$ cat config.mk
export PLATFORM = sky130hd
export DESIGN_NAME = slave_agent
export DESIGN_NICKNAME = d
export VERILOG_FILES = /design/src/common/slave_pkg.sv /design/src/common/pkt_pkg.sv /design/src/agent/cmd_decode.sv /design/src/agent/cmd_execute.sv /design/src/agent/resp_result.sv /design/src/agent/slave_agent.sv /design/src/source/sync_fifo.sv
export VERILOG_INCLUDE_DIRS = /design/src /design/src/common
export SDC_FILE = /design/constraint.sdc
export NUM_CORES = 1
export LEC_CHECK = 0
export ABC_AREA = 1
export ABC_CLOCK_PERIOD_IN_PS = 2900
export BUFFER_PORTS_ARGS = -buffer_cell sky130_fd_sc_hd__buf_2
export CAP_MARGIN = 10
export CORE_MARGIN = 2
export CORE_UTILIZATION = 28
export DETAILED_ROUTE_END_ITERATION = 10
export GPL_ROUTABILITY_DRIVEN = 0
export HOLD_SLACK_MARGIN = 0.03
export RECOVER_POWER = 25
export SYNTH_ARGS = -nofsm -noshare
export SYNTH_HDL_FRONTEND = slang
export SYNTH_SLANG_ARGS = --single-unit
export TNS_END_PERCENT = 10
$ cat constraint.sdc
create_clock -name clk -period 2.9 [get_ports clk]
set_clock_uncertainty 0.05 [all_clocks]
set_input_delay 0.145 -clock clk [delete_from_list [all_inputs] [get_ports clk]]
set_output_delay 0.145 -clock clk [all_outputs]
set_load 0.005 [all_outputs]
$ cat src/common/agent_macros.svh
// width, depth and address mask macros for the slave agent
`ifndef AGENT_MACROS_SVH
`define AGENT_MACROS_SVH

// --------------------------------------------------------------------------
// data path widths
// --------------------------------------------------------------------------

// width of the slave data bus in bits
`define AGENT_DATA_W 32

// byte address width carried in the command packet
`define AGENT_ADDR_W 32

// width of the source and destination ids
`define AGENT_ID_W 3

// one symbol is one byte on this interconnect
`define AGENT_SYMBOL_W 8

// one byte enable per symbol of the data word
`define AGENT_BE_W (`AGENT_DATA_W / `AGENT_SYMBOL_W)

// --------------------------------------------------------------------------
// queue sizing and address alignment
// --------------------------------------------------------------------------

// both internal queues share this depth, which also bounds outstanding reads
`define AGENT_PEND_DEPTH 4

// low address bits cleared to reach the full data word boundary
`define AGENT_MASK_BITS 2

`endif

$ cat src/common/slave_pkg.sv
// slave side types: response status enum, read-data queue entry, pending-response entry
`include "agent_macros.svh"

package slave_pkg;

   // --------------------------------------------------------------------------
   // response status as returned on m0_response and sent in response packets
   // --------------------------------------------------------------------------
   typedef enum logic [1:0] {
      OKAY     = 2'd0,
      RESERVED = 2'd1,
      SLVERR   = 2'd2,
      DECERR   = 2'd3
   } resp_status_t;

   // one returned read beat, captured on m0_readdatavalid
   typedef struct packed {
      logic [`AGENT_DATA_W-1:0] data;
      resp_status_t             status;
   } rdata_entry_t;

   // --------------------------------------------------------------------------
   // one command still owed a response, kept in acceptance order
   // --------------------------------------------------------------------------
   // synth set means the agent makes up the response itself and no read data
   // is waited for
   typedef struct packed {
      logic                   synth;
      logic                   read;
      logic                   write;
      logic [`AGENT_BE_W-1:0] byteen;
      logic [`AGENT_ID_W-1:0] src_id;
      logic [`AGENT_ID_W-1:0] dest_id;
   } pend_entry_t;

endpackage

$ cat src/common/pkt_pkg.sv
// interconnect packet types: field types, command packet and response packet
`include "agent_macros.svh"

package pkt_pkg;

   // --------------------------------------------------------------------------
   // field types shared by both packet directions
   // --------------------------------------------------------------------------
   typedef logic [`AGENT_DATA_W-1:0] data_t;
   typedef logic [`AGENT_ADDR_W-1:0] addr_t;
   typedef logic [`AGENT_BE_W-1:0]   be_t;
   typedef logic [`AGENT_ID_W-1:0]   id_t;

   // --------------------------------------------------------------------------
   // command packet from the interconnect
   // --------------------------------------------------------------------------
   // the address is a byte address and may be unaligned
   // posted only matters for writes and means no response is wanted
   typedef struct packed {
      data_t data;
      be_t   byteen;
      addr_t addr;
      logic  read;
      logic  write;
      logic  posted;
      id_t   src_id;
      id_t   dest_id;
   } cmd_pkt_t;

   // --------------------------------------------------------------------------
   // response packet back to the interconnect
   // --------------------------------------------------------------------------
   // src_id and dest_id are already swapped relative to the command, so the
   // response routes back to the master that issued it
   typedef struct packed {
      data_t                   data;
      be_t                     byteen;
      logic                    read;
      logic                    write;
      id_t                     src_id;
      id_t                     dest_id;
      slave_pkg::resp_status_t status;
   } rsp_pkt_t;

endpackage

$ cat src/agent/cmd_decode.sv
// command packet decoder: masked address, suppression and response decisions
`timescale 1ns/100ps
`include "agent_macros.svh"

module cmd_decode (
   input  pkt_pkg::cmd_pkt_t cp_data,
   output pkt_pkg::addr_t    m0_address,
   output logic              suppress,
   output logic              needs_synth,
   output logic              needs_response
);

   logic byteen_any;
   logic nonposted_write;
   logic suppress_read;

   // --------------------------------------------------------------------------
   // address alignment
   // --------------------------------------------------------------------------
   // the interconnect may hand over a byte address inside the data word
   // the slave only ever sees whole words, so the low bits are forced to zero
   // and the byte enables alone select the bytes
   assign m0_address = {cp_data.addr[`AGENT_ADDR_W-1:`AGENT_MASK_BITS],
                        {`AGENT_MASK_BITS{1'b0}}};

   // --------------------------------------------------------------------------
   // suppression
   // --------------------------------------------------------------------------
   // a command with no byte enabled touches nothing in the slave
   // it is never passed on, reads and writes alike
   assign byteen_any = |cp_data.byteen;
   assign suppress   = ~byteen_any;

   // a suppressed read still owes its master a response
   assign suppress_read = cp_data.read & suppress;

   // --------------------------------------------------------------------------
   // response decisions
   // --------------------------------------------------------------------------
   // posted writes are fire and forget
   assign nonposted_write = cp_data.write & ~cp_data.posted;

   // every read and every non-posted write takes a pending-queue slot
   assign needs_response = cp_data.read | nonposted_write;

   // the slave returns nothing for writes, so every non-posted write gets a
   // made-up OKAY, and a suppressed read never reaches the slave and gets
   // the same treatment
   assign needs_synth = suppress_read | nonposted_write;

endmodule

$ cat src/agent/cmd_execute.sv
// slave command issue, command back-pressure and pending-queue push
`timescale 1ns/100ps

module cmd_execute (
   input  logic                   clk,
   input  logic                   reset,
   input  logic                   cp_valid,
   input  pkt_pkg::cmd_pkt_t      cp_data,
   output logic                   cp_ready,
   input  logic                   suppress,
   input  logic                   needs_synth,
   input  logic                   needs_response,
   output logic                   m0_read,
   output logic                   m0_write,
   input  logic                   m0_waitrequest,
   input  logic                   pend_full,
   output logic                   pend_push,
   output slave_pkg::pend_entry_t pend_data
);

   logic slave_ok;
   logic room;
   logic accept;

   // --------------------------------------------------------------------------
   // back-pressure
   // --------------------------------------------------------------------------
   // the slave stalls only commands that actually go to it
   assign slave_ok = ~m0_waitrequest | suppress;

   // a full pending queue holds every command, even those needing no
   // response, which keeps the ready path short
   // every accepted read holds a pending slot, so this also bounds the
   // reads outstanding at the slave
   assign room = ~pend_full;

   assign cp_ready = slave_ok & room;
   assign accept   = cp_valid & cp_ready;

   // reads and writes follow cp_valid in the same cycle
   assign m0_read  = cp_valid & cp_data.read & ~suppress & room;
   assign m0_write = cp_valid & cp_data.write & ~suppress & room;

   // --------------------------------------------------------------------------
   // pending-queue push
   // --------------------------------------------------------------------------
   // the entry goes in at the acceptance edge so response order follows
   // command order
   assign pend_push         = accept & needs_response;
   assign pend_data.synth   = needs_synth;
   assign pend_data.read    = cp_data.read;
   assign pend_data.write   = cp_data.write;
   assign pend_data.byteen  = cp_data.byteen;
   assign pend_data.src_id  = cp_data.src_id;
   assign pend_data.dest_id = cp_data.dest_id;

endmodule

$ cat src/agent/resp_result.sv
// response builder: pairs pending entries with read data and forms response packets
`timescale 1ns/100ps

module resp_result (
   input  logic                    pend_empty,
   input  slave_pkg::pend_entry_t  pend_head,
   output logic                    pend_pop,
   input  logic                    rdata_empty,
   input  slave_pkg::rdata_entry_t rdata_head,
   output logic                    rdata_pop,
   output logic                    rp_valid,
   input  logic                    rp_ready,
   output pkt_pkg::rsp_pkt_t       rp_data
);

   logic data_ready;
   logic take;

   // --------------------------------------------------------------------------
   // response valid
   // --------------------------------------------------------------------------
   // the oldest pending entry decides what is sent next
   // a synthesized entry can leave at once, a slave read has to wait for its
   // beat at the head of the read-data queue
   assign data_ready = pend_head.synth | ~rdata_empty;
   assign rp_valid   = ~pend_empty & data_ready;

   // both heads stay put until the response is taken, so rp_data holds
   // while rp_ready is low
   assign take      = rp_valid & rp_ready;
   assign pend_pop  = take;

   // synthesized responses never consumed read data
   assign rdata_pop = take & ~pend_head.synth;

   // --------------------------------------------------------------------------
   // response packet
   // --------------------------------------------------------------------------
   always_comb begin
      rp_data.byteen = pend_head.byteen;
      rp_data.read   = pend_head.read;
      rp_data.write  = pend_head.write;

      // swap the ids so the response routes back to the issuing master
      rp_data.src_id  = pend_head.dest_id;
      rp_data.dest_id = pend_head.src_id;

      if (pend_head.synth) begin
         // write responses and suppressed reads carry no data
         rp_data.data   = '0;
         rp_data.status = slave_pkg::OKAY;
      end else begin
         // slave read, data and status as captured with readdatavalid
         rp_data.data   = rdata_head.data;
         rp_data.status = rdata_head.status;
      end
   end

endmodule

$ cat src/agent/slave_agent.sv
// slave agent top level: decode, execute, pending and read-data queues, result
`timescale 1ns/100ps
`include "agent_macros.svh"

module slave_agent (
   input  logic              clk,
   input  logic              reset,

   // command packets from the interconnect
   input  logic              cp_valid,
   output logic              cp_ready,
   input  pkt_pkg::cmd_pkt_t cp_data,

   // Avalon-style slave port
   output pkt_pkg::addr_t    m0_address,
   output pkt_pkg::be_t      m0_byteenable,
   output logic              m0_read,
   output logic              m0_write,
   output pkt_pkg::data_t    m0_writedata,
   input  logic              m0_waitrequest,
   input  pkt_pkg::data_t    m0_readdata,
   input  logic              m0_readdatavalid,
   input  logic [1:0]        m0_response,

   // response packets to the interconnect
   output logic              rp_valid,
   input  logic              rp_ready,
   output pkt_pkg::rsp_pkt_t rp_data
);

   logic                    suppress;
   logic                    needs_synth;
   logic                    needs_response;
   logic                    pend_push;
   logic                    pend_pop;
   logic                    pend_empty;
   logic                    pend_full;
   slave_pkg::pend_entry_t  pend_data;
   slave_pkg::pend_entry_t  pend_head;
   logic                    rdata_pop;
   logic                    rdata_empty;
   slave_pkg::rdata_entry_t rdata_in;
   slave_pkg::rdata_entry_t rdata_head;

   // data and byte enables pass straight from the packet to the slave
   assign m0_byteenable = cp_data.byteen;
   assign m0_writedata  = cp_data.data;

   // every returned read beat is captured with its status
   assign rdata_in.data   = m0_readdata;
   assign rdata_in.status = slave_pkg::resp_status_t'(m0_response);

   // --------------------------------------------------------------------------
   // command side
   // --------------------------------------------------------------------------
   cmd_decode u_decode (
      .cp_data        (cp_data),
      .m0_address     (m0_address),
      .suppress       (suppress),
      .needs_synth    (needs_synth),
      .needs_response (needs_response)
   );

   cmd_execute u_execute (
      .clk            (clk),
      .reset          (reset),
      .cp_valid       (cp_valid),
      .cp_data        (cp_data),
      .cp_ready       (cp_ready),
      .suppress       (suppress),
      .needs_synth    (needs_synth),
      .needs_response (needs_response),
      .m0_read        (m0_read),
      .m0_write       (m0_write),
      .m0_waitrequest (m0_waitrequest),
      .pend_full      (pend_full),
      .pend_push      (pend_push),
      .pend_data      (pend_data)
   );

   // --------------------------------------------------------------------------
   // queues
   // --------------------------------------------------------------------------
   sync_fifo #(
      .entry_t (slave_pkg::pend_entry_t),
      .depth   (`AGENT_PEND_DEPTH)
   ) pend_fifo (
      .clk       (clk),
      .reset     (reset),
      .push      (pend_push),
      .push_data (pend_data),
      .pop       (pend_pop),
      .pop_data  (pend_head),
      .empty     (pend_empty),
      .full      (pend_full)
   );

   // outstanding reads never exceed the pending depth, so this queue never fills
   sync_fifo #(
      .entry_t (slave_pkg::rdata_entry_t),
      .depth   (`AGENT_PEND_DEPTH)
   ) rdata_fifo (
      .clk       (clk),
      .reset     (reset),
      .push      (m0_readdatavalid),
      .push_data (rdata_in),
      .pop       (rdata_pop),
      .pop_data  (rdata_head),
      .empty     (rdata_empty),
      .full      ()
   );

   // --------------------------------------------------------------------------
   // response side
   // --------------------------------------------------------------------------
   resp_result u_result (
      .pend_empty  (pend_empty),
      .pend_head   (pend_head),
      .pend_pop    (pend_pop),
      .rdata_empty (rdata_empty),
      .rdata_head  (rdata_head),
      .rdata_pop   (rdata_pop),
      .rp_valid    (rp_valid),
      .rp_ready    (rp_ready),
      .rp_data     (rp_data)
   );

endmodule

$ cat src/source/sync_fifo.sv
// synchronous circular-buffer queue with a type-parameter entry
`timescale 1ns/100ps

module sync_fifo #(
   parameter type entry_t = logic [7:0],
   parameter int  depth   = 4
) (
   input  logic   clk,
   input  logic   reset,
   input  logic   push,
   input  entry_t push_data,
   input  logic   pop,
   output entry_t pop_data,
   output logic   empty,
   output logic   full
);

   localparam int ptr_w = (depth > 1) ? $clog2(depth) : 1;
   localparam logic [ptr_w-1:0] last_slot = ptr_w'(depth - 1);
   localparam logic [ptr_w:0]   full_count = (ptr_w + 1)'(depth);

   entry_t           mem [depth];
   logic [ptr_w-1:0] wr_ptr;
   logic [ptr_w-1:0] rd_ptr;
   logic [ptr_w:0]   count;
   logic             do_push;
   logic             do_pop;

   // a push into a full queue or a pop from an empty one is dropped
   assign do_push = push & ~full;
   assign do_pop  = pop & ~empty;

   assign empty    = (count == '0);
   assign full     = (count == full_count);
   assign pop_data = mem[rd_ptr];

   // storage is written only, the pointers say which slots hold live data
   always_ff @(posedge clk) begin
      if (do_push) begin
         mem[wr_ptr] <= push_data;
      end
   end

   // --------------------------------------------------------------------------
   // pointers and occupancy
   // --------------------------------------------------------------------------
   always_ff @(posedge clk or posedge reset) begin
      if (reset) begin
         wr_ptr <= '0;
         rd_ptr <= '0;
         count  <= '0;
      end else begin
         if (do_push) begin
            wr_ptr <= (wr_ptr == last_slot) ? '0 : wr_ptr + 1'b1;
         end
         if (do_pop) begin
            rd_ptr <= (rd_ptr == last_slot) ? '0 : rd_ptr + 1'b1;
         end
         // count moves only when exactly one side is active
         case ({do_push, do_pop})
            2'b10:   count <= count + 1'b1;
            2'b01:   count <= count - 1'b1;
            default: count <= count;
         endcase
      end
   end

endmodule

==> impl_results.rst, run 1 <==
.. list-table::
   :header-rows: 1

   * - Metric
     - Value
   * - Status
     - finished, final reports clean
   * - Starting utilization of the core area
     - 28.3%
   * - Std-Cell Core Area
     - 0.0315 mm2
   * - First-pass GRT wire length
     - 30600 um
   * - Setup-violating endpoint count in the final report
     - 0
   * - Number of vias in the routed layout
     - 5615
   * - Most frequently used cell type in the post-synthesis netlist
     - edfxtp_1
   * - Clock-pin transition on the worst setup and hold timing paths
     - 0.06 ns
   * - Worst hold path type
     - primary input to flip-flop
   * - P per Cell Area
     - 973 mW/mm2
   * - Aggregate negative setup slack
     - 0 ns
   * - Area fraction of the dominant cell type after synthesis
     - 63.4%
   * - Sequential-to-total area share from yosys stat
     - 67.3%
   * - First-pass DRT Iterations
     - 4
   * - Total routing resource utilization after global routing
     - 11.8%
   * - Average cell area after synthesis
     - 11.9 um2
   * - FFs w/ async S/R, synth
     - 6.93%
   * - Leftover overflow at the end of global routing
     - 0
   * - Residual DRC
     - 0
   * - Input/output buffers
     - 106
   * - Clock Sink Count
     - 202
   * - WS Path Type
     - flip-flop to flip-flop
   * - Required time of the worst setup path
     - 3.23 ns
   * - Setup repair after global routing missed its margin
     - no
   * - Actual transition at the worst max-transition pin
     - 0.725 ns
   * - Overall Power
     - 10.4 mW
   * - Crit path max fanout
     - 14
   * - DIE WIDTH
     - 182 um
   * - Number of nets still failing antenna checks after routing
     - 0
   * - Clock tree from TritonCTS
     - yes
   * - Post-synthesis cell type with the largest combined area
     - edfxtp_1
   * - Number of global-route vias before repair
     - 5769
   * - Min setup slack post-route
     - 0.444 ns
   * - Number of synthesized flops with an enable pin
     - 188
   * - Final period demand of the worst path
     - 2.46 ns
   * - Total setup buffers inserted after CTS
     - 0
   * - Number of distinct library cell variants in the gate-level netlist after synthesis
     - 35
   * - Startpoint of the worst-slack reg-to-reg timing path
     - pend_fifo.rd_ptr[0]
   * - Leakage power total
     - 4.16 nW
   * - Max rail drop VDD
     - 782 uV
   * - Maximum frequency from static timing analysis
     - 407 MHz
   * - Worst Setup Start Kind
     - flip-flop
   * - Via density per instance
     - 4.39
   * - Worst max-slew margin expressed relative to the limit
     - 51.6%
   * - Worst Setup Slack post-DPL
     - 0.442 ns
   * - Fin nets
     - 987
   * - Most used flip-flop cell after synthesis
     - edfxtp_1
   * - Mapped Area
     - 0.00891 mm2
   * - Number of standard cells after synthesis
     - 751
   * - Number of I/O pins
     - 235
   * - Number of buffers created by CTS
     - 24
   * - Reg2Reg Depth
     - 12
   * - Main area contributors after synthesis
     - edfxtp_1 (63%), buf_4 (6.1%), nor2_1 (5.9%), o21ai_0 (5.3%), dfrtp_1 (3.9%)
   * - Synth-to-layout area growth
     - 20.1%
   * - Share of layout cells above drive strength 1
     - 19.0%
   * - Count of synthesis-stage warnings from yosys
     - 0
   * - Final slew viol count
     - 0
   * - Die outline height
     - 182 um
   * - Reg2Reg Setup Slack
     - 0.44 ns
   * - Final hold violation count
     - 0
   * - Maximum count of clock buffers along a single path
     - 3
   * - Leading cell types by count after synthesis
     - edfxtp_1 (188), nor2_1 (139), o21ai_0 (95)
   * - WP data arrival
     - 2.79 ns
   * - Startpoint of the worst setup timing path
     - pend_fifo.rd_ptr[0]
   * - Critical path endpoint category
     - flip-flop
   * - Total number of placement rows
     - 65
   * - FF+latch count, synth
     - 202
   * - H-tree depth
     - 1
   * - Post-layout utilization of the core
     - 34.0%
   * - Post-DP HPWL
     - 12000 um
   * - Post-detailed-routing wire length
     - 19800 um
   * - Maxcap violations
     - 0
   * - Overall die area
     - 0.0333 mm2
   * - Average routed wire per standard cell
     - 15.5 um
   * - Buffer type at the clock tree root
     - clkbuf_16
   * - Critical path capture point
     - rdata_fifo.count[2]
   * - Initial antenna violation count
     - 4
   * - DRC marker count from the first detailed-route iteration
     - 285
   * - Period Utilization, post-route
     - 84.7%
   * - Worst-skew pair later-pin latency
     - 0.51 ns
   * - Terminus of the critical flop-to-flop path
     - rdata_fifo.count[2]
   * - Largest net degree at the start of global routing
     - 69
==> repair_timing <==
item                                   CTS  global route
endpoints found under the hold margin  208             0
hold buffers                            51             0
resized for setup                        0             0
==> flip-flops by register name, indices dropped and copies added, names as in the netlist <==
register and cells:
rdata_fifo.wr_ptr 2, rdata_fifo.count 3, pend_fifo.count 3, rdata_fifo.rd_ptr 2, pend_fifo.mem 52, rdata_fifo.mem 136, pend_fifo.rd_ptr 2, pend_fifo.wr_ptr 2
==> power by group <==
part	switching, mW	leakage (nW)	internal (mW)
clock	1.12	0.383	1.81
combinational	2.27	1.89	1.27
sequential	0.208	1.88	3.74
==> cells in the final DEF (no fill, tap or decap), types with 3 or more instances in the layout <==
cell / netlist / routed
o21ai_0: 95 / 95
a21oi_1: 3 / 3
diode_2: 0 / 3
edfxtp_1: 188 / 188
dfrtp_1: 14 / 12
clkbuf_1: 5 / 26
ha_1: 12 / 12
inv_1: 62 / 62
o22ai_1: 13 / 13
clkbuf_16: 0 / 25
o21ai_1: 38 / 38
clkinv_2: 0 / 4
nand2_1: 53 / 53
buf_4: 72 / 21
nor2_1: 139 / 135
inv_2: 3 / 3
buf_2: 11 / 88
nor2_4: 0 / 4
nand3_1: 4 / 4
nand2_2: 3 / 3
dlygate4sd3_1: 0 / 51
==> worst min path at each step <==
stage,start,slack [ns],depth (start not counted),endpoint
after floorplan,reset,-0.02,1,pend_fifo.count[0]
after global placement,reset,0.17,2,pend_fifo.wr_ptr[1]
after detailed placement,reset,0.19,2,pend_fifo.wr_ptr[1]
after CTS,m0_readdatavalid,0.04,4,rdata_fifo.count[0]
after global routing,m0_readdatavalid,0.05,4,rdata_fifo.count[0]
final,cp_valid,0.07,4,pend_fifo.wr_ptr[0]
==> per-stage QoR <==
| stage | cell area (um2) | hold WS (ns) | std cells |
|---|---|---|---|
| floorplan | 8910 | -0.0158 | 752 |
| global placement | 9420 | 0.174 | 1181 |
| detailed placement | 9420 | 0.192 | 1181 |
| CTS | 10700 | 0.0378 | 1276 |
| global route | 10700 | 0.0492 | 1279 |
| finish | 10700 | 0.0654 | 1279 |
==> cell type report <==
class | instances | area, um2
antenna | 3 | 7.51
clock buffer | 35 | 683
clock inverter | 9 | 96.3
fill | 3104 | 20800
inverter | 66 | 250
multi-input combinational | 383 | 1960
sequential | 202 | 6000
tap | 402 | 503
timing repair buffer | 179 | 1200
==> layer usage <==
metal / routed length, um / global-route usage (%) / up-vias
met3: 1240 / 2.63 / 87
li1: - / - / 2712
met1: 8230 / 14.3 / 2669
met4: 825 / 5.61 / 2
met2: 9480 / 19.9 / 145
met5: 13 / 0 / -
==> kinds of logic after synthesis <==
family | synth area share (%)
compound gates | 9.10
xor+xnor | 0.393
other cells | 0.0421
buf+inv | 11.1
flops | 67.3
simple gates | 9.95
fa+ha+maj | 2.14
==> critical path, cell delays in order, from the launching register on <==
cell     delay (ns)
dfrtp_1        0.63
inv_2          0.08
nand2_1        0.11
nand3_4        0.10
nand2_8        0.10
nand4_4        0.10
inv_1          0.08
ha_1           0.13
inv_1          0.07
fa_1           0.39
a21oi_1        0.17
o21ai_0        0.13
xor2_1         0.17
No activity file was read; power rests on OpenSTA's default activity.
==> run 2, diff against run 1 <==
--- a/config.mk
+++ b/config.mk
@@ -7,7 +7,7 @@
 export NUM_CORES = 1
 export LEC_CHECK = 0
 export ABC_AREA = 1
-export ABC_CLOCK_PERIOD_IN_PS = 2900
+export ABC_CLOCK_PERIOD_IN_PS = 2130
 export BUFFER_PORTS_ARGS = -buffer_cell sky130_fd_sc_hd__buf_2
 export CAP_MARGIN = 10
 export CORE_MARGIN = 2
==> constraint.sdc (replaced) <==
create_clock -name clk -period 2.13 [get_ports clk]
set_clock_uncertainty 0.05 [all_clocks]
set_input_delay 0.1065 -clock clk [delete_from_list [all_inputs] [get_ports clk]]
set_output_delay 0.1065 -clock clk [all_outputs]
set_load 0.005 [all_outputs]
==> run 2 against run 1 <==
Against the previous run:
- wire length increased by 2.4%
- worst hold slack improved by 0.042 ns
- non-clock buffer count rose by 16
- clock power is 21% higher
- flip-flop and latch count is the same
- first-iteration DRC count shrank 16%
- highest routed layer is now met4
==> impl_results.rst, run 2 (synthesis gave the netlist of run 1 again) <==
.. list-table::
   :header-rows: 1

   * - Metric
     - Value
   * - Status
     - finished, final reports clean (unchanged)
   * - Placed Instances
     - 1191 (was 1181)
   * - Input/output buffers
     - 106 (unchanged)
   * - Final period demand of the worst path
     - 2.05 ns (was 2.46 ns)
   * - Worst-skew pair later-pin latency
     - 0.50 ns (was 0.51 ns)
   * - Largest net degree at the start of global routing
     - 53 (was 69)
   * - Filler Cells Inserted
     - 3093 (was 3104)
   * - Average routed wire per standard cell
     - 15.7 um (was 15.5 um)
   * - Setup-violating endpoint count in the final report
     - 0 (unchanged)
   * - Worst Setup Start Kind
     - flip-flop (unchanged)
   * - Worst max-slew margin expressed relative to the limit
     - 60.6% (was 51.6%)
   * - Starting utilization of the core area
     - 28.3% (unchanged)
   * - Max rail drop VDD
     - 643 uV (was 782 uV)
   * - Register name with the most flops
     - rdata_fifo.mem (unchanged)
   * - Overall Power
     - 14.3 mW (was 10.4 mW)
   * - Number of buffers created by CTS
     - 23 (was 24)
   * - CP bufs+invs
     - 3 (unchanged)
   * - Clock tree from TritonCTS
     - yes (unchanged)
   * - Post-detailed-routing wire length
     - 20300 um (was 19800 um)
   * - Setup repair after global routing missed its margin
     - yes (was no)
   * - Slowest stage cell, crit path
     - dfrtp_2 (was dfrtp_1)
   * - Leakage power total
     - 4.22 nW (was 4.16 nW)
   * - WS Path Type
     - flip-flop to flip-flop (unchanged)
   * - Non-filler instance count after layout
     - 1289 (was 1279)
   * - Top delay family on crit path
     - adder cells (was flip-flops)
   * - Cells along the critical path
     - inv_2, nand2_1, nand3_4, nand2_8, nand2_4, nand3_2, inv_1, ha_1, inv_1, fa_2, a21oi_2, o21ai_1, xor2_1 (was inv_2, nand2_1, nand3_4, nand2_8, nand4_4, inv_1, ha_1, inv_1, fa_1, a21oi_1, o21ai_0, xor2_1)
   * - Synth-to-layout area growth
     - 22.1% (was 20.1%)
   * - Most numerous cell on the critical path
     - inv_1 (unchanged)
   * - Crit path max fanout
     - 4 (was 14)
   * - Post-DP HPWL
     - 12100 um (was 12000 um)
   * - Max reg flops
     - 136 (unchanged)
   * - Maximum count of clock buffers along a single path
     - 3 (unchanged)
   * - Via density per instance
     - 4.39 (about the same)
   * - Total number of placement rows
     - 65 (unchanged)
   * - P per Cell Area
     - 1310 mW/mm2 (was 973 mW/mm2)
   * - Worst hold path type
     - primary input to flip-flop (unchanged)
   * - Required time of the worst setup path
     - 2.45 ns (was 3.23 ns)
   * - Clock Sink Count
     - 202 (unchanged)
   * - Initial antenna violation count
     - 3 (was 4)
   * - Buffer type at the clock tree root
     - clkbuf_16 (unchanged)
   * - Residual DRC
     - 0 (unchanged)
   * - Most common cell after layout, fill and taps aside
     - edfxtp_1 (unchanged)
   * - Total routing resource utilization after global routing
     - 11.7% (was 11.8%)
   * - Std-Cell Core Area
     - 0.0315 mm2 (unchanged)
   * - Final hold violation count
     - 0 (unchanged)
   * - H-tree depth
     - 1 (unchanged)
   * - Summed area of non-filler cells in the final layout
     - 0.0109 mm2 (was 0.0107 mm2)
   * - Clock-pin transition on the worst setup and hold timing paths
     - 0.06 ns (about the same)
   * - Overall die area
     - 0.0333 mm2 (unchanged)
   * - Critical path endpoint category
     - flip-flop (unchanged)
   * - Hold slack
     - 0.108 ns (was 0.0654 ns)
   * - Fin nets
     - 1002 (was 987)
   * - Number of vias in the routed layout
     - 5659 (was 5615)
   * - WP data arrival
     - 2.37 ns (was 2.79 ns)
   * - Final slew viol count
     - 0 (unchanged)
   * - Maxcap violations
     - 0 (unchanged)
   * - Leading registers by flop count
     - rdata_fifo.mem: 136 flops, pend_fifo.mem: 52 flops (unchanged)
   * - Most used cells in the layout excluding fill and tap cells
     - edfxtp_1 (188), nor2_1 (133), o21ai_0 (92) (was edfxtp_1 (188), nor2_1 (135), o21ai_0 (95))
   * - Maximum frequency from static timing analysis
     - 489 MHz (was 407 MHz)
   * - Die outline height
     - 182 um (unchanged)
   * - Share of layout cells above drive strength 1
     - 20.8% (was 19.0%)
   * - DRC marker count from the first detailed-route iteration
     - 238 (was 285)
   * - Leftover overflow at the end of global routing
     - 0 (unchanged)
   * - First-pass GRT wire length
     - 30600 um (about the same)
   * - Placement Cell Area
     - 0.00958 mm2 (was 0.00942 mm2)
   * - Number of global-route vias before repair
     - 5787 (was 5769)
   * - Number of nets still failing antenna checks after routing
     - 0 (unchanged)
   * - Slowest Stage Delay on Critical Path
     - 0.44 ns (was 0.63 ns)
   * - First-pass DRT Iterations
     - 4 (unchanged)
   * - Number of I/O pins
     - 235 (unchanged)
   * - DIE WIDTH
     - 182 um (unchanged)
   * - Actual transition at the worst max-transition pin
     - 0.590 ns (was 0.725 ns)
   * - Period Utilization, post-route
     - 96.0% (was 84.7%)
run 2: where the power goes:
part           switching (mW)  internal [mW]  total [mW]
Sequential              0.276           5.10        5.38
Clock                    1.43           2.08        3.52
Combinational            3.23           2.14        5.37
Total                    4.94           9.32        14.3
run 2: final timing paths:
kind,from,end,slack [ns],cells after the start
max,pend_fifo.rd_ptr[0],pend_fifo.count[2],0.08,13
min reg2reg,pend_fifo.count[0],pend_fifo.count[0],0.46,1
min in group asynchronous,reset,rdata_fifo.count[2],0.17,3
max reg2reg,pend_fifo.rd_ptr[0],pend_fifo.count[2],0.08,13
min,cp_valid,pend_fifo.wr_ptr[0],0.11,5
max in group asynchronous,reset,rdata_fifo.rd_ptr[1],1.42,3
run 2: cell type report:
type                            instances  area (um2)  area share (%)
Clock buffer                           30         602            5.53
Sequential cell                       202        6000            55.2
Antenna cell                            3        7.51          0.0690
Clock inverter                          8        60.1           0.552
Multi-Input combinational cell        383        1980            18.2
Timing Repair Buffer                  195        1460            13.5
Inverter                               66         255            2.35
Tap cell                              402         503            4.62
run 2: what timing repair did:
action / 4_1_cts / 5_1_grt
cloned: 0 / 2
endpoints found under the hold margin: 209 / 0
setup endpoints to repair: 35 / 26
hold buffers: 52 / 0
setup buffers: 0 / 3
gates resized for setup: 4 / 18
run 2: stage by stage:
stage                     setup slack [ns]  setup TNS [ns]  utilization [%]
after CTS                          -0.0285         -0.0470             34.2
after floorplan                     -0.443          -56.98                -
after global routing               -0.0553         -0.0765             34.6
final                               0.0846               0             34.6
after detailed placement           -0.0172         -0.0172             30.4
after global placement              0.0288               0             30.4
run 2: layer usage:
metal  part of all wire [%]  track usage (%)  wire (um)
met5                      0                0          0
met2                     50             20.8      10100
met3                    6.7             2.77       1360
met4                    3.8             5.23        774
met1                     40             13.4       8040
run 2: worst min-delay path, cell delays in order:
cell and delay (ns):
buf_2 0.11, o21a_1 0.12, nand2_2 0.08, buf_4 0.14
o21ai_2 0.05
